## src/adapterPkg.sv

```systemverilog
package adapterPkg;

    localparam int fifoDepth = 32; // entries per dual-clock FIFO
    localparam int fifoAddrBits = 5; // pointer width without the wrap bit

    localparam int inputReadyLimit = 27; // oready allowed at or below this used count
    localparam int outputReadyLimit = 20; // leaves room for pipeline, ready delay and count lag
    localparam int readyDelay = 2; // clock2x registers on the fast ready
    localparam int accStages = 3; // accumulator latency in clock2x cycles

    localparam int rstSyncStages = 4; // synchronizer into clock2x
    localparam int rstPipeStages = 5; // extra delay after the synchronizer

    localparam int countBits = 16; // pcoeff count width
    localparam int sumBits = 48; // summed popcount width

    // one input beat, botLower doubles as the new top
    typedef struct packed {
        logic        startNewTop;
        logic [63:0] botLower;
        logic [63:0] botUpper;
    } inBeatT;

    typedef logic [countBits+sumBits-1:0] resultT; // count above sum

endpackage

```

## src/topSubsetAccumulator.sv

```systemverilog
`timescale 1ns/1ps

module topSubsetAccumulator import adapterPkg::*; (
    input  logic   clock2x,
    input  logic   rst2x,
    input  logic   inValid,
    input  inBeatT inBeat,
    input  logic   inReady,
    output logic   outValid,
    output resultT outResult
);

    logic                 s1Valid;
    inBeatT               s1Beat;
    logic [63:0]          top;
    logic                 loadTop;
    logic                 lowerHit;
    logic                 upperHit;
    logic [6:0]           lowerOnes;
    logic [6:0]           upperOnes;
    logic                 s2Valid;
    logic [1:0]           s2AddCount;
    logic [7:0]           s2AddSum;
    logic [countBits-1:0] countTotal;
    logic [countBits-1:0] countNext;
    logic [sumBits-1:0]   sumTotal;
    logic [sumBits-1:0]   sumNext;

    function automatic logic [6:0] popCount(input logic [63:0] pattern);
        logic [6:0] ones;
        ones = '0;
        for (int i = 0; i < 64; i++) begin
            ones = ones + 7'(pattern[i]);
        end
        return ones;
    endfunction

    // stage 1, capture accepted beat
    always_ff @(posedge clock2x or posedge rst2x) begin
        if (rst2x) begin
            s1Valid <= 1'b0;
        end else begin
            s1Valid <= inValid && inReady;
        end
    end

    always_ff @(posedge clock2x) begin
        if (inValid && inReady) begin
            s1Beat <= inBeat;
        end
    end

    // stage 2, subset test against current top
    assign loadTop = s1Valid && s1Beat.startNewTop;
    assign lowerHit = (s1Beat.botLower & ~top) == '0; // no bit outside the top
    assign upperHit = (s1Beat.botUpper & ~top) == '0;
    assign lowerOnes = lowerHit ? popCount(s1Beat.botLower) : '0;
    assign upperOnes = upperHit ? popCount(s1Beat.botUpper) : '0;

    always_ff @(posedge clock2x or posedge rst2x) begin
        if (rst2x) begin
            s2Valid <= 1'b0;
            top <= '0;
        end else begin
            s2Valid <= s1Valid && !s1Beat.startNewTop; // top beats give no result
            if (loadTop) begin
                top <= s1Beat.botLower;
            end
        end
    end

    always_ff @(posedge clock2x) begin
        s2AddCount <= 2'(lowerHit) + 2'(upperHit);
        s2AddSum <= 8'(lowerOnes) + 8'(upperOnes);
    end

    // stage 3, running totals
    // a beat still in stage 3 when the next top loads keeps its old totals
    assign countNext = countTotal + countBits'(s2AddCount);
    assign sumNext = sumTotal + sumBits'(s2AddSum);

    always_ff @(posedge clock2x or posedge rst2x) begin
        if (rst2x) begin
            outValid <= 1'b0;
            countTotal <= '0;
            sumTotal <= '0;
        end else begin
            outValid <= s2Valid;
            if (loadTop) begin
                countTotal <= '0; // cleared alongside the top load
                sumTotal <= '0;
            end else if (s2Valid) begin
                countTotal <= countNext;
                sumTotal <= sumNext;
            end
        end
    end

    always_ff @(posedge clock2x) begin
        if (s2Valid) begin
            outResult <= {countNext, sumNext};
        end
    end

    topBeatSilent: assert property (@(posedge clock2x) disable iff (rst2x)
        inValid && inReady && inBeat.startNewTop |-> ##accStages !outValid)
        else $error("outValid raised for a startNewTop beat");

endmodule
```

## config.mk

```make
export PLATFORM = sky130hd
export DESIGN_NAME = topSubsetAccumulator
export DESIGN_NICKNAME = d
export VERILOG_FILES = /design/src/adapterPkg.sv /design/src/topSubsetAccumulator.sv
export SDC_FILE = /design/constraint.sdc
export NUM_CORES = 1
export LEC_CHECK = 0
export ABC_CLOCK_PERIOD_IN_PS = 6900
export BUFFER_PORTS_ARGS = -buffer_cell sky130_fd_sc_hd__buf_2
export CAP_MARGIN = 25
export CORE_UTILIZATION = 25
export DETAILED_ROUTE_END_ITERATION = 12
export HOLD_SLACK_MARGIN = 0.1
export MAX_ROUTING_LAYER = met4
export PLACE_DENSITY = 0.49
export SYNTH_ARGS = -nofsm -noshare
export SYNTH_HDL_FRONTEND = slang
export SYNTH_SLANG_ARGS = --single-unit
export TNS_END_PERCENT = 5
```

## constraint.sdc

```tcl
create_clock -name clock2x -period 6.9 [get_ports clock2x]
set_input_delay 1.035 -clock clock2x [delete_from_list [all_inputs] [get_ports clock2x]]
set_output_delay 1.035 -clock clock2x [all_outputs]
set_load 0.1 [all_outputs]
```

# ---- Word level (Yosys, flattened, before mapping)
# Cells that the tools add are included.
dict set report classes {
  muxes 6
  reduce_logical 7
  n_addsub 130
  n_bitwise 3
}
# cell count
set op_table {}
lappend op_table {{$add A7 B1 Y7} 114}
lappend op_table {{$and A64 B64 Y64} 2}
lappend op_table {{$logic_not A64 Y1} 2}
lappend op_table {{$mux W48} 2}
lappend op_table {{$not A64 Y64} 1}
lappend op_table {{$add A48 B8 Y48} 1}
lappend op_table {{$mux W16} 2}
lappend op_table {{$add A16 B2 Y16} 1}
lappend op_table {{$add A6 B1 Y7} 2}
lappend op_table {{$mux W7} 2}
lappend op_table {{$add A5 B1 Y6} 2}
lappend op_table {{$add A4 B1 Y5} 2}
lappend op_table {{$add A3 B1 Y4} 2}
lappend op_table {{$add A7 B7 Y8} 1}
lappend op_table {{$add A1 B1 Y2} 3}
lappend op_table {{$add A2 B1 Y3} 2}
lappend op_table {{$logic_and A1 B1 Y1} 3}
lappend op_table {{$reduce_bool A2 Y1} 1}
lappend op_table {{$logic_not A1 Y1} 1}
dict set report totals {
  ff_bits 334
  word_cells 158
  out_inout_bits 65
  input_bits 133
}

# ---- Depth between registers and ports, before layout
# Gate-level depths: netlist of run 1.
dict set report depth {
  ltp_word 65
  mapped_depth 25
  mapped_depth_nobuf 25
}

# ---- Worst setup path after synthesis of run 1
# OpenSTA, ideal clock, no wires.
dict set report synth_timing {
  path_type {register -> register}
  start {reg s1Beat[81] (netlist name)}
  end {reg s2AddSum[5]}
  required_ns 6.785
  slack_ns 0.400
  synth_period_minus_slack_ns 6.500
  arrival_ns 6.386
  stages_incl_launch_ff 22
  path_buffers 0
  setup_time_ns 0.115
  cell_sequence {edfxtp_1 -> fa_1 -> inv_1 -> fa_1 -> fa_1 -> fa_1 -> inv_1 -> fa_1 -> fa_1 -> fa_1 -> inv_1 -> fa_1 -> inv_1 -> ha_1 -> a21o_1 -> a21oi_1 -> nor2b_1 -> o21a_1 -> o311a_1 -> ha_1 -> or2_2 -> o21a_1}
}
dict set report synth_between {
  elab_chain_cells 49
  elab_cells_between_ends 51
  classes_between {add/sub (48); mux (1); bitwise (1); reduce/logical (1)}
}
# item line_no
set synth_rtl {}
lappend synth_rtl {{from (decl)} topSubsetAccumulator.sv:14} ;# inBeatT s1Beat;
lappend synth_rtl {{from (signal assigned)} topSubsetAccumulator.sv:49} ;# s1Beat <= inBeat;
lappend synth_rtl {{$add A7 B1 Y7 (47 in series)} topSubsetAccumulator.sv:33} ;# ones = ones + 7'(pattern[i]);
lappend synth_rtl {{$mux W7 (*)} topSubsetAccumulator.sv:57} ;# assign lowerOnes = lowerHit ? popCount(s1Beat.botLower) : '0;
lappend synth_rtl {{$add A7 B7 Y8 (*)} topSubsetAccumulator.sv:74} ;# s2AddSum <= 8'(lowerOnes) + 8'(upperOnes);
lappend synth_rtl {{to (signal assigned)} topSubsetAccumulator.sv:74}
lappend synth_rtl {{to (decl)} topSubsetAccumulator.sv:23} ;# logic [7:0] s2AddSum;
# Every way passes the cells marked *; elsewhere a longest branch is shown, timed or not.
# A chain may end at the register's enable or synchronous reset.

# ---- Worst setup path in the final report of run 1
dict set report layout_timing {
  start {reg s1Beat[105] (netlist name)}
  end {reg s2AddSum[6]}
}
dict set report layout_between {
  elab_chain_cells 25
  elab_cells_between_ends 27
  classes_between {add/sub (24); mux (1); bitwise (1); reduce/logical (1)}
}
# item line_no
set layout_rtl {}
lappend layout_rtl {{$add A7 B1 Y7 (23 in series)} topSubsetAccumulator.sv:33}
lappend layout_rtl {{$mux W7 (*)} topSubsetAccumulator.sv:57}
lappend layout_rtl {{$add A7 B7 Y8 (*)} topSubsetAccumulator.sv:74}
# Marks and branches as above.

==> results of run 1 <==
[critical path: stages, from the launching register on]
cell and delay, ns:
sky130_fd_sc_hd__edfxtp_1 0.43, sky130_fd_sc_hd__fa_1 0.58, sky130_fd_sc_hd__inv_1 0.06, sky130_fd_sc_hd__fa_1 0.49
sky130_fd_sc_hd__inv_1 0.06, sky130_fd_sc_hd__fa_1 0.50, sky130_fd_sc_hd__fa_1 0.45, sky130_fd_sc_hd__fa_1 0.51
sky130_fd_sc_hd__fa_1 0.53, sky130_fd_sc_hd__inv_1 0.05, sky130_fd_sc_hd__fa_1 0.46, sky130_fd_sc_hd__fa_1 0.49
sky130_fd_sc_hd__inv_1 0.04, sky130_fd_sc_hd__ha_1 0.20, sky130_fd_sc_hd__fa_2 0.36, sky130_fd_sc_hd__a21o_1 0.18
sky130_fd_sc_hd__a21oi_2 0.14, sky130_fd_sc_hd__nor2b_1 0.08, sky130_fd_sc_hd__nor3b_2 0.32, sky130_fd_sc_hd__ha_1 0.33
sky130_fd_sc_hd__inv_1 0.07, sky130_fd_sc_hd__o21bai_1 0.09, sky130_fd_sc_hd__a21oi_2 0.15, sky130_fd_sc_hd__xnor2_1 0.14
[routing by layer]
metal	wire length [um]	global-route usage (%)	part of all wire (%)
met2	24000	24.6	50
met4	1530	4.48	3.2
met3	2200	2.19	4.6
met5	0	-	0
met1	20500	17.6	42
[through the flow]
stage	instances	cell area, sq um	worst slack [ns]	total power, mW
after floorplan	1420	17200	0.400	6.89
after global placement	2460	19200	-0.152	8.25
after detailed placement	2460	19200	-0.291	8.30
after CTS	2541	20600	-0.000533	10.6
after global routing	2546	20700	-0.123	11.8
final	2546	20700	0.0926	10.8
[timing repair]
item,4_1_cts,5_1_grt
resized for setup,7,19
pin swaps,4,10
setup endpoints to repair,4,5
setup buffers,3,3
[final timing paths]
| kind | startpoint | end | slack [ns] | depth (start not counted) |
|---|---|---|---|---|
| hold / removal | s1Beat[128] | s2Valid | 0.48 | 1 |
| min in group asynchronous | rst2x | sumTotal[15] | 0.60 | 2 |
| hold reg to reg | s1Beat[128] | s2Valid | 0.48 | 1 |
| setup / recovery | s1Beat[105] | s2AddSum[6] | 0.09 | 23 |
| max in group asynchronous | rst2x | sumTotal[8] | 5.07 | 3 |
| setup reg to reg | s1Beat[105] | s2AddSum[6] | 0.09 | 23 |
[sequential cells by signal, indices dropped and copies added (netlist names)]
name        flops
s2Valid         1
s2AddSum        8
top            64
s1Valid         1
outValid        1
outResult      64
sumTotal       48
s2AddCount      2
s1Beat        129
countTotal     16
[cell type report]
type                            count  share of cell area, %
Tap cell                          873                   5.28
Multi-Input combinational cell    834                   33.9
Sequential cell                   334                   44.9
Timing Repair Buffer              219                   5.70
Inverter                          208                   3.79
Clock buffer                       63                   5.71
Clock inverter                     15                  0.708
[power breakdown]
group / switching, mW / internal, mW / leakage (nW)
combinational: 3.42 / 2.82 / 4.94
sequential: 0.134 / 2.25 / 3.75
clock: 0.874 / 1.26 / 0.640
total: 4.43 / 6.33 / 9.33
[cells in the mapped netlist, types with 3 or more instances]
cell	count	share of area [%]
sky130_fd_sc_hd__ha_1	48	3.5
sky130_fd_sc_hd__o22ai_1	41	1.5
sky130_fd_sc_hd__o21ai_0	78	2.3
sky130_fd_sc_hd__nand3_1	24	0.70
sky130_fd_sc_hd__o31ai_1	4	0.17
sky130_fd_sc_hd__a21oi_1	28	0.81
sky130_fd_sc_hd__a22o_1	3	0.15
sky130_fd_sc_hd__xnor2_1	27	1.4
sky130_fd_sc_hd__fa_1	111	13
sky130_fd_sc_hd__nor3_1	17	0.49
sky130_fd_sc_hd__nor4_1	15	0.54
sky130_fd_sc_hd__nor3_2	3	0.17
sky130_fd_sc_hd__buf_2	6	0.17
sky130_fd_sc_hd__buf_1	3	0.065
sky130_fd_sc_hd__o2bb2ai_1	4	0.20
sky130_fd_sc_hd__o211ai_1	5	0.22
sky130_fd_sc_hd__nand2_1	108	2.4
sky130_fd_sc_hd__and3_2	3	0.13
sky130_fd_sc_hd__or4_1	6	0.26
sky130_fd_sc_hd__xor2_1	72	3.7
sky130_fd_sc_hd__and2_1	6	0.22
sky130_fd_sc_hd__or3_1	13	0.47
sky130_fd_sc_hd__nor3b_1	5	0.22
sky130_fd_sc_hd__clkbuf_1	25	0.54
sky130_fd_sc_hd__nor2b_1	17	0.62
sky130_fd_sc_hd__edfxtp_1	193	34
sky130_fd_sc_hd__nand2b_1	14	0.51
sky130_fd_sc_hd__nand4_1	16	0.58
sky130_fd_sc_hd__dfxtp_1	10	1.2
sky130_fd_sc_hd__clkbuf_8	4	0.32
sky130_fd_sc_hd__mux2i_1	11	0.64
sky130_fd_sc_hd__a221oi_1	8	0.41
sky130_fd_sc_hd__nor2_1	79	1.7
sky130_fd_sc_hd__inv_1	208	4.5
sky130_fd_sc_hd__and3_1	10	0.36
sky130_fd_sc_hd__and4_1	6	0.30
sky130_fd_sc_hd__a21o_1	9	0.39
sky130_fd_sc_hd__o21a_1	11	0.48
sky130_fd_sc_hd__dfrtp_1	131	19
sky130_fd_sc_hd__buf_6	3	0.20
sky130_fd_sc_hd__o2111ai_1	4	0.20
[cell families (layout without fill, tap and decap cells)]
family                   after synthesis  count (layout)  synth area share (%)
adder cells (fa/ha/maj)              159             159                  16.4
multiplexers                          11              11                 0.639
XOR/XNOR                              99              99                  5.03
buffers and inverters                252             505                  6.03
AND/OR/NAND/NOR                      356             356                  10.6
AO/OA/AOI/OAI                        209             209                  7.56
flip-flops                           334             334                  53.8
==> metrics.log, run 1 <==
[metrics] yosys synthesis warning count: 0
[metrics] antenna violations before repair: 3
[metrics] class of the tightest hold or removal check: flip-flop to flip-flop
[metrics] Post-CTS Hold Fix Bufs: 0
[metrics] initial core utilization: 25.4%
[metrics] post-route antenna net violation count: 0
[metrics] critical-path maximum fanout: 3
[metrics] Antenna Diode Count: 0
[metrics] Post-synth EDFFs: 193
[metrics] final net count: 1,931
[metrics] count of H-tree levels built during CTS: 2
[metrics] Site Rows: 95
[metrics] Total Negative Setup Slacks: 0 ns
[metrics] share of synthesized area occupied by flip-flops and latches: 53.8%
[metrics] full die area: 70,000 sq um
[metrics] hold slack final: 0.477 ns
[metrics] Sequential Area: 9280 sq um
[metrics] gp weighted congestion: 0.900
[metrics] Power Density: 521 nW/um^2
[metrics] global-route wire length before repair: 74.2 mm
[metrics] WL final: 48.2 mm
[metrics] category of the critical setup timing path: flip-flop to flip-flop
[metrics] area of the multi-input gates: 7010 sq um
[metrics] synthesized area per cell: 12.1 sq um
[metrics] proportion of layout cells with a drive suffix above 1: 19.3%
[metrics] CP required: 7.38 ns
[metrics] wire per inst: 18.9 um
[metrics] vias in the first global route: 11,900
[metrics] number of flip-flops and latches in the synthesized netlist: 334
[metrics] pin count of the biggest net entering global routing: 90
[metrics] Filler Cell Count: 6,968
[metrics] top-level I/O count: 198
[metrics] fraction of synthesis flops using an asynchronous set or reset pin: 39.2%
[metrics] port buffer count: 197
[metrics] endpoints failing hold: 0
[metrics] Detailed Place HPWL: 37.0 mm
[metrics] Post-Synthesis Cells: 1,420
[metrics] highest-count cells in the layout ignoring fill and taps: sky130_fd_sc_hd__inv_1, sky130_fd_sc_hd__buf_2, sky130_fd_sc_hd__edfxtp_1
[metrics] layout overhead on the synthesized area: 19.9%
[metrics] number of iterations in the first detailed-routing pass: 5
[metrics] clock latency of the later-clocked register in the worst-skew pair: 0.56 ns
[metrics] fraction of the cycle the final worst path needs: 98.7%
[metrics] mapped cell area: 17,200 sq um
[metrics] arrival time reported for the critical path endpoint: 7.29 ns
[metrics] root buf cell: sky130_fd_sc_hd__clkbuf_16
[metrics] Max-Slew Margin vs Limit: 32.8%
[metrics] startpoint class of the critical path: flip-flop
[metrics] TritonCTS clock tree: built
[metrics] final count of negative-setup-slack endpoints: 0
[metrics] most common flop cell mapped by yosys: sky130_fd_sc_hd__edfxtp_1
[metrics] DR iter-0 viols: 783
[metrics] post-CTS clock slew at the launch and capture registers of the worst setup and hold paths: 0.05 ns
[metrics] leakage dissipation: 9.33 nW
[metrics] die boundary width: 265 um
[metrics] number of sinks driven by the clock tree: 334
[metrics] setup repair after global routing missed its margin: true
[metrics] number of vias after detailed routing: 11,200
[metrics] critical path capture point type: flip-flop
[metrics] number of DRC violations after detailed routing: 0
[metrics] Clock Path Buffers: 3
[metrics] slew at the pin with the worst max-slew slack: 1.01 ns
[metrics] commonest non-fill, non-tap cell in the layout: sky130_fd_sc_hd__inv_1
[metrics] total nets after synthesis: 1,712
[metrics] Peak supply drop: 0.000791 V
[metrics] Die Y: 265 um
[metrics] remaining global-route overflow: 0
[metrics] maxcap violations: 0
[metrics] outcome: complete, no violations
[metrics] minimum clock period: 6.81 ns
[metrics] end-of-flow core utilization: 30.5%
[metrics] routed vias/inst: 4.39
[metrics] overall routing resource usage: 14.5%
[metrics] clock buffers created by TritonCTS: 42
[metrics] highest clock frequency the design can meet: 0.147 GHz
[metrics] post-synthesis cell type count: 68
[metrics] area of the core: 67,800 sq um
[metrics] Slew Viols, Final: 0
[metrics] setup skew after layout: 0.0136 ns
(Power assumes the default switching activity.)
==> run 2: changes to the inputs <==
--- a/config.mk
+++ b/config.mk
@@ -5,14 +5,14 @@
 export SDC_FILE = /design/constraint.sdc
 export NUM_CORES = 1
 export LEC_CHECK = 0
-export ABC_CLOCK_PERIOD_IN_PS = 6900
+export ABC_CLOCK_PERIOD_IN_PS = 7600
 export BUFFER_PORTS_ARGS = -buffer_cell sky130_fd_sc_hd__buf_2
 export CAP_MARGIN = 25
 export CORE_UTILIZATION = 25
 export DETAILED_ROUTE_END_ITERATION = 12
 export HOLD_SLACK_MARGIN = 0.1
 export MAX_ROUTING_LAYER = met4
-export PLACE_DENSITY = 0.49
+export PLACE_DENSITY = 0.48
 export SYNTH_ARGS = -nofsm -noshare
 export SYNTH_HDL_FRONTEND = slang
 export SYNTH_SLANG_ARGS = --single-unit
==> constraint.sdc (replaced) <==
create_clock -name clock2x -period 7.6 [get_ports clock2x]
set_input_delay 1.14 -clock clock2x [delete_from_list [all_inputs] [get_ports clock2x]]
set_output_delay 1.14 -clock clock2x [all_outputs]
set_load 0.1 [all_outputs]
==> metrics.log, run 2 (same netlist as run 1, synthesis figures left out) <==
[metrics] Die Y: 265 um (unchanged)
[metrics] clock buffers created by TritonCTS: 42 (unchanged)
[metrics] cell area after layout: 20,600 sq um (was 20,700 sq um)
[metrics] number of sinks driven by the clock tree: 334 (unchanged)
[metrics] critical path capture point type: flip-flop (unchanged)
[metrics] fin worst setup slack: 0.515 ns (was 0.0926 ns)
[metrics] count of cells resized by post-cts repair: 0 (was 7)
[metrics] post-CTS clock slew at the launch and capture registers of the worst setup and hold paths: 0.06 ns (was 0.05 ns)
[metrics] Antenna Diode Count: 0 (unchanged)
[metrics] vias in the first global route: 11,800 (was 11,900)
[metrics] startpoint of the worst register-to-register path: s1Beat[75] (was s1Beat[105])
[metrics] global-route wire length before repair: 73.2 mm (was 74.2 mm)
[metrics] GR Layer Usage met3: 2.25% (was 2.19%)
[metrics] GR peak layer: met2 (unchanged)
[metrics] minimum clock period: 7.09 ns (was 6.81 ns)
[metrics] endpoints failing hold: 0 (unchanged)
[metrics] maxcap violations: 0 (unchanged)
[metrics] Power Density: 459 nW/um^2 (was 521 nW/um^2)
[metrics] end-of-flow core utilization: 30.4% (was 30.5%)
[metrics] post-CTS repair timing setup buffer count: 0 (was 3)
[metrics] hold slack final: 0.478 ns (was 0.477 ns)
[metrics] clock latency of the later-clocked register in the worst-skew pair: 0.59 ns (was 0.56 ns)
[metrics] post-layout instance count excluding filler cells: 2,533 (was 2,546)
[metrics] DR iter-0 viols: 631 (was 783)
[metrics] port buffer count: 197 (unchanged)
[metrics] number of vias after detailed routing: 11,100 (was 11,200)
[metrics] WL final: 48.2 mm (about the same)
[metrics] setup skew after layout: 0.0356 ns (was 0.0136 ns)
[metrics] overall routing resource usage: 14.3% (was 14.5%)
[metrics] origin of the worst setup path: s1Beat[75] (was s1Beat[105])
[metrics] Max-Slew Margin vs Limit: 37.7% (was 32.8%)
[metrics] total placed instance area: 19,100 sq um (was 19,200 sq um)
[metrics] full die area: 70,000 sq um (unchanged)
[metrics] Post-CTS Hold Fix Bufs: 0 (unchanged)
[metrics] cell total after placement: 2,454 (was 2,460)
[metrics] pre-CTS WS: 0.423 ns (was -0.291 ns)
[metrics] Slew Viols, Final: 0 (unchanged)
[metrics] routed vias/inst: 4.39 (about the same)
[metrics] CP required: 8.05 ns (was 7.38 ns)
[metrics] die boundary width: 265 um (unchanged)
[metrics] worst min-delay path startpoint: s1Beat[128] (unchanged)
[metrics] root buf cell: sky130_fd_sc_hd__clkbuf_16 (unchanged)
[metrics] Peak supply drop: 0.000636 V (was 0.000791 V)
[metrics] leakage dissipation: 9.33 nW (about the same)
[metrics] Detailed Place HPWL: 36.9 mm (was 37.0 mm)
[metrics] fraction of the cycle the final worst path needs: 93.2% (was 98.7%)
[metrics] slew at the pin with the worst max-slew slack: 0.925 ns (was 1.01 ns)
[metrics] proportion of layout cells with a drive suffix above 1: 18.1% (was 19.3%)
[metrics] count of H-tree levels built during CTS: 2 (unchanged)
[metrics] area of the core: 67,800 sq um (unchanged)
[metrics] startpoint class of the critical path: flip-flop (unchanged)
[metrics] commonest non-fill, non-tap cell in the layout: sky130_fd_sc_hd__inv_1 (unchanged)
[metrics] final count of negative-setup-slack endpoints: 0 (unchanged)
[metrics] Total Negative Setup Slacks: 0 ns (unchanged)
[metrics] final net count: 1,918 (was 1,931)
[metrics] category of the critical setup timing path: flip-flop to flip-flop (unchanged)
[metrics] TritonCTS clock tree: built (unchanged)
[metrics] gp weighted congestion: 0.931 (was 0.900)
[metrics] number of DRC violations after detailed routing: 0 (unchanged)
[metrics] total design power: 9.45 mW (was 10.8 mW)
[metrics] grt met2 use: 24.0% (was 24.6%)
[metrics] layout overhead on the synthesized area: 19.4% (was 19.9%)
[metrics] pin count of the biggest net entering global routing: 90 (unchanged)
[metrics] remaining global-route overflow: 0 (unchanged)
[metrics] Clock Path Buffers: 3 (unchanged)
[metrics] critical-path maximum fanout: 3 (unchanged)
[metrics] max reg flops: 129 (unchanged)
[metrics] Site Rows: 95 (unchanged)
[metrics] most flop-heavy register: s1Beat (unchanged)
[metrics] arrival time reported for the critical path endpoint: 7.54 ns (was 7.29 ns)
[metrics] highest clock frequency the design can meet: 0.141 GHz (was 0.147 GHz)
[metrics] largest registers ranked by flip-flop count: s1Beat: 129 flops, outResult: 64 flops, top: 64 flops (unchanged)
[metrics] number of iterations in the first detailed-routing pass: 5 (unchanged)
[metrics] highest-count cells in the layout ignoring fill and taps: sky130_fd_sc_hd__inv_1, sky130_fd_sc_hd__buf_2, sky130_fd_sc_hd__edfxtp_1 (unchanged)
[metrics] post-route antenna net violation count: 0 (unchanged)
[metrics] setup repair after global routing missed its margin: false (was true)
[metrics] outcome: complete, no violations (unchanged)
[metrics] top-level I/O count: 198 (unchanged)
[metrics] antenna violations before repair: 1 (was 3)
[metrics] wire per inst: 19.0 um (was 18.9 um)
[metrics] initial core utilization: 25.4% (unchanged)
[metrics] class of the tightest hold or removal check: flip-flop to flip-flop (unchanged)
[metrics] met1 global-route usage: 17.3% (was 17.6%)
## run 2: cell types whose count changed in the layout (fill, tap and decap cells not counted), moves of 3 or more
cell	before	now
sky130_fd_sc_hd__clkbuf_1	17	7
sky130_fd_sc_hd__a21oi_2	7	1
sky130_fd_sc_hd__fa_1	105	111
sky130_fd_sc_hd__buf_4	20	8
sky130_fd_sc_hd__fa_2	6	0
sky130_fd_sc_hd__inv_1	203	207
sky130_fd_sc_hd__a21oi_1	22	28
sky130_fd_sc_hd__inv_2	4	0
sky130_fd_sc_hd__clkinv_1	6	3
sky130_fd_sc_hd__o21ai_0	75	78
sky130_fd_sc_hd__clkinv_2	2	10
## run 2: power by group
group / leakage [nW] / internal [mW] / switching, mW
combinational: 4.87 / 2.41 / 2.81
clock: 0.710 / 1.23 / 0.833
sequential: 3.75 / 2.04 / 0.129
total: 9.33 / 5.68 / 3.77
## run 2: critical path, cell delays in order, from the launching register on
cell                       delay (ns)
sky130_fd_sc_hd__edfxtp_1        0.47
sky130_fd_sc_hd__inv_1           0.10
sky130_fd_sc_hd__fa_1            0.54
sky130_fd_sc_hd__inv_1           0.05
sky130_fd_sc_hd__fa_1            0.40
sky130_fd_sc_hd__fa_1            0.59
sky130_fd_sc_hd__fa_1            0.45
sky130_fd_sc_hd__fa_1            0.53
sky130_fd_sc_hd__fa_1            0.52
sky130_fd_sc_hd__fa_1            0.55
sky130_fd_sc_hd__inv_1           0.06
sky130_fd_sc_hd__fa_1            0.55
sky130_fd_sc_hd__inv_1           0.07
sky130_fd_sc_hd__fa_1            0.46
sky130_fd_sc_hd__xnor2_1         0.15
sky130_fd_sc_hd__nor4_1          0.31
sky130_fd_sc_hd__ha_1            0.34
sky130_fd_sc_hd__a21oi_1         0.21
sky130_fd_sc_hd__nor2b_1         0.08
sky130_fd_sc_hd__o21a_1          0.18
sky130_fd_sc_hd__o21ai_0         0.23
sky130_fd_sc_hd__a21oi_1         0.12
## run 2: final timing paths
| check | endpoint | depth (start not counted) | slack (ns) |
|---|---|---|---|
| max in group asynchronous | top[19] | 3 | 5.72 |
| setup / recovery | s2AddSum[7] | 21 | 0.51 |
| min in group asynchronous | sumTotal[17] | 2 | 0.61 |
| hold reg to reg | s2Valid | 1 | 0.48 |
| setup reg to reg | s2AddSum[7] | 21 | 0.51 |
| hold / removal | s2Valid | 1 | 0.48 |
## run 2: cell type report
class / instances / area, sq um
clock buffer: 55 / 1170
timing repair buffer: 206 / 1060
inverter: 208 / 783
clock inverter: 23 / 260
sequential: 334 / 9280
fill: 6932 / 47200
tap: 873 / 1090
multi-input combinational: 834 / 6930
## run 2: routing by layer
layer	part of all wire (%)	routed length, um	up-vias
met5	0	0	-
met4	3.7	1770	0
li1	-	-	5231
met3	4.4	2120	77
met2	50	23900	309
met1	42	20400	5496
==> run 3: changes to the inputs <==
--- a/config.mk
+++ b/config.mk
@@ -5,7 +5,7 @@
 export SDC_FILE = /design/constraint.sdc
 export NUM_CORES = 1
 export LEC_CHECK = 0
-export ABC_CLOCK_PERIOD_IN_PS = 7600
+export ABC_CLOCK_PERIOD_IN_PS = 8250
 export BUFFER_PORTS_ARGS = -buffer_cell sky130_fd_sc_hd__buf_2
 export CAP_MARGIN = 25
 export CORE_UTILIZATION = 25
@@ -13,6 +13,7 @@
 export HOLD_SLACK_MARGIN = 0.1
 export MAX_ROUTING_LAYER = met4
 export PLACE_DENSITY = 0.48
+export SLEW_MARGIN = 40
 export SYNTH_ARGS = -nofsm -noshare
 export SYNTH_HDL_FRONTEND = slang
 export SYNTH_SLANG_ARGS = --single-unit
==> constraint.sdc (replaced) <==
create_clock -name clock2x -period 8.25 [get_ports clock2x]
set_input_delay 1.2375 -clock clock2x [delete_from_list [all_inputs] [get_ports clock2x]]
set_output_delay 1.2375 -clock clock2x [all_outputs]
set_load 0.1 [all_outputs]
==> metrics.log, run 3 (same netlist as run 1, synthesis figures left out) <==
[metrics] outcome: complete, no violations (unchanged)
[metrics] cell area after layout: 20,600 sq um (about the same)
[metrics] r2r endpoint: s2AddSum[7] (unchanged)
[metrics] Slew Viols, Final: 0 (unchanged)
[metrics] pre-CTS WS: 1.14 ns (was 0.423 ns)
[metrics] startpoint of the worst register-to-register path: s1Beat[75] (unchanged)
[metrics] minimum clock period: 7.07 ns (was 7.09 ns)
[metrics] slew at the pin with the worst max-slew slack: 0.813 ns (was 0.925 ns)
[metrics] post-route antenna net violation count: 0 (unchanged)
[metrics] number of sinks driven by the clock tree: 334 (unchanged)
[metrics] Post-CTS Hold Fix Bufs: 0 (unchanged)
[metrics] proportion of layout cells with a drive suffix above 1: 17.8% (was 18.1%)
[metrics] highest-count cells in the layout ignoring fill and taps: sky130_fd_sc_hd__inv_1, sky130_fd_sc_hd__buf_2, sky130_fd_sc_hd__edfxtp_1 (unchanged)
[metrics] Peak supply drop: 0.000533 V (was 0.000636 V)
[metrics] register share of total power: 22.8% (was 22.9%)
[metrics] area of the core: 67,800 sq um (unchanged)
[metrics] commonest non-fill, non-tap cell in the layout: sky130_fd_sc_hd__inv_1 (unchanged)
[metrics] leakage dissipation: 9.33 nW (about the same)
[metrics] WL final: 48.3 mm (was 48.2 mm)
[metrics] Net Switching: 3.48 mW (was 3.77 mW)
[metrics] proportion of total power due to net switching: 39.7% (was 39.9%)
[metrics] number of iterations in the first detailed-routing pass: 6 (was 5)
[metrics] maxcap violations: 0 (unchanged)
[metrics] Die Y: 265 um (unchanged)
[metrics] Filler Cell Count: 6,950 (was 6,932)
[metrics] global-route wire length before repair: 73.2 mm (about the same)
[metrics] cell depth of the worst flop-to-flop path: 21 (unchanged)
[metrics] wire per inst: 19.1 um (was 19.0 um)
[metrics] endpoint with the worst hold slack: s2Valid (unchanged)
[metrics] overall routing resource usage: 14.3% (about the same)
[metrics] fraction of the cycle the final worst path needs: 85.7% (was 93.2%)
[metrics] count of cells resized by post-cts repair: 0 (unchanged)
[metrics] area of the multi-input gates: 6950 sq um (was 6930 sq um)
[metrics] number of vias after detailed routing: 11,200 (was 11,100)
[metrics] post-CTS repair timing setup buffer count: 0 (unchanged)
[metrics] Power Density: 425 nW/um^2 (was 459 nW/um^2)
[metrics] cell total after placement: 2,455 (was 2,454)
[metrics] DR iter-0 viols: 698 (was 631)
[metrics] die boundary width: 265 um (unchanged)
[metrics] startpoint class of the critical path: flip-flop (unchanged)
[metrics] Clock Path Buffers: 3 (unchanged)
[metrics] critical path capture point type: flip-flop (unchanged)
[metrics] most flop-heavy register: s1Beat (unchanged)
[metrics] number of DRC violations after detailed routing: 0 (unchanged)
[metrics] end-of-flow core utilization: 30.4% (about the same)
[metrics] class of the tightest hold or removal check: flip-flop to flip-flop (unchanged)
[metrics] Antenna Diode Count: 0 (unchanged)
[metrics] port buffer count: 197 (unchanged)
[metrics] relative contribution of combinational cells to total power: 55.0% (was 55.2%)
[metrics] Total Negative Setup Slacks: 0 ns (unchanged)
[metrics] internal power: 5.29 mW (was 5.68 mW)
[metrics] final net count: 1,918 (unchanged)
[metrics] count of H-tree levels built during CTS: 2 (unchanged)
[metrics] Site Rows: 95 (unchanged)
[metrics] post-layout instance count excluding filler cells: 2,533 (unchanged)
[metrics] remaining global-route overflow: 0 (unchanged)
[metrics] final count of negative-setup-slack endpoints: 0 (unchanged)
[metrics] category of the critical setup timing path: flip-flop to flip-flop (unchanged)
[metrics] gp weighted congestion: 0.931 (about the same)
[metrics] pin count of the biggest net entering global routing: 90 (unchanged)
[metrics] Sequential Area: 9280 sq um (unchanged)
[metrics] root buf cell: sky130_fd_sc_hd__clkbuf_16 (unchanged)
[metrics] critical-path maximum fanout: 3 (unchanged)
[metrics] minimum setup slack among reg-to-reg paths: 1.18 ns (was 0.51 ns)
[metrics] worst min-delay path startpoint: s1Beat[128] (unchanged)
[metrics] total placed instance area: 19,200 sq um (was 19,100 sq um)
[metrics] antenna violations before repair: 1 (unchanged)
[metrics] clock latency of the later-clocked register in the worst-skew pair: 0.59 ns (about the same)
[metrics] vias in the first global route: 11,600 (was 11,800)
[metrics] top-level I/O count: 198 (unchanged)
[metrics] highest clock frequency the design can meet: 0.141 GHz (about the same)
[metrics] Max-Slew Margin vs Limit: 45.8% (was 37.7%)
[metrics] clock buffers created by TritonCTS: 42 (unchanged)
[metrics] largest registers ranked by flip-flop count: s1Beat: 129 flops, outResult: 64 flops, top: 64 flops (unchanged)
[metrics] post-CTS clock slew at the launch and capture registers of the worst setup and hold paths: 0.06 ns (about the same)
[metrics] endpoints failing hold: 0 (unchanged)
[metrics] hold depth: 1 (unchanged)
[metrics] Detailed Place HPWL: 37.1 mm (was 36.9 mm)
[metrics] fin worst setup slack: 1.18 ns (was 0.515 ns)
[metrics] arrival time reported for the critical path endpoint: 7.50 ns (was 7.54 ns)
[metrics] full die area: 70,000 sq um (unchanged)
[metrics] routed vias/inst: 4.43 (was 4.39)
[metrics] max reg flops: 129 (unchanged)
[metrics] layout overhead on the synthesized area: 19.6% (was 19.4%)
[metrics] setup skew after layout: 0.0372 ns (was 0.0356 ns)
[metrics] setup repair after global routing missed its margin: false (unchanged)
[metrics] CP required: 8.68 ns (was 8.05 ns)
[metrics] TritonCTS clock tree: built (unchanged)
[metrics] initial core utilization: 25.4% (unchanged)
[metrics] clock share of power: 22.1% (was 21.9%)
-- run 3: cell types whose count changed in the layout (fill, tap and decap cells not counted), sizes merged --
cell      delta
inv          -1
bufinv       +3
clkinv       -2
clkbuf       -2
clkinvlp     +2
-- run 3: stage by stage --
step           hold WS, ns  power [mW]
2_1_floorplan        0.421        5.76
3_3_place_gp         0.462        6.87
3_5_place_dp         0.472        6.87
4_1_cts              0.480        8.89
5_1_grt              0.517        9.64
6_report             0.479        8.76
-- run 3: power by group through the flow --
stage	Combinational (mW)	Clock [mW]	Sequential (mW)
final	4.82	1.94	2.00
after global placement	4.84	0	2.03
after global routing	5.56	2.08	2.01
after CTS	4.88	2.01	2.00
after detailed placement	4.84	0	2.03
after floorplan	3.78	0	1.98
-- run 3: worst max path at each step --
stage / endpoint / start / cells after the start / slack (ns)
after floorplan: s2AddSum[5] / s1Beat[81] / 21 / 1.75
after global placement: s2AddSum[7] / s1Beat[75] / 21 / 1.16
after detailed placement: s2AddSum[7] / s1Beat[75] / 21 / 1.14
after CTS: s2AddSum[7] / s1Beat[75] / 21 / 1.10
after global routing: s2AddSum[7] / s1Beat[75] / 21 / 0.83
final: s2AddSum[7] / s1Beat[75] / 21 / 1.18
-- run 3: critical path, cell delays in order, from the launching register on --
cell	delay, ns
sky130_fd_sc_hd__edfxtp_1	0.46
sky130_fd_sc_hd__inv_1	0.09
sky130_fd_sc_hd__fa_1	0.55
sky130_fd_sc_hd__inv_1	0.05
sky130_fd_sc_hd__fa_1	0.40
sky130_fd_sc_hd__fa_1	0.58
sky130_fd_sc_hd__fa_1	0.45
sky130_fd_sc_hd__fa_1	0.53
sky130_fd_sc_hd__fa_1	0.52
sky130_fd_sc_hd__fa_1	0.55
sky130_fd_sc_hd__inv_1	0.06
sky130_fd_sc_hd__fa_1	0.55
sky130_fd_sc_hd__inv_1	0.08
sky130_fd_sc_hd__fa_1	0.47
sky130_fd_sc_hd__a21o_1	0.18
sky130_fd_sc_hd__a21oi_1	0.18
sky130_fd_sc_hd__nor2b_1	0.08
sky130_fd_sc_hd__nor3b_1	0.38
sky130_fd_sc_hd__ha_1	0.34
sky130_fd_sc_hd__o21a_1	0.13
sky130_fd_sc_hd__o21ai_0	0.21
sky130_fd_sc_hd__a21oi_1	0.10
-- run 3: cell type report --
class                           instances  share of cell area (%)
Inverter                              208                    3.80
Tap cell                              873                    5.30
Multi-Input combinational cell        834                    33.7
Clock buffer                           53                    5.44
Sequential cell                       334                    45.0
Timing Repair Buffer                  206                    5.21
Clock inverter                         25                    1.54
-- run 3: metal layers --
metal	wire [um]	track usage (%)	vias up
met5	0	-	-
met4	1710	5.45	0
met3	2400	2.45	86
met2	24100	24.0	322
met1	20000	17.2	5588
li1	-	-	5225
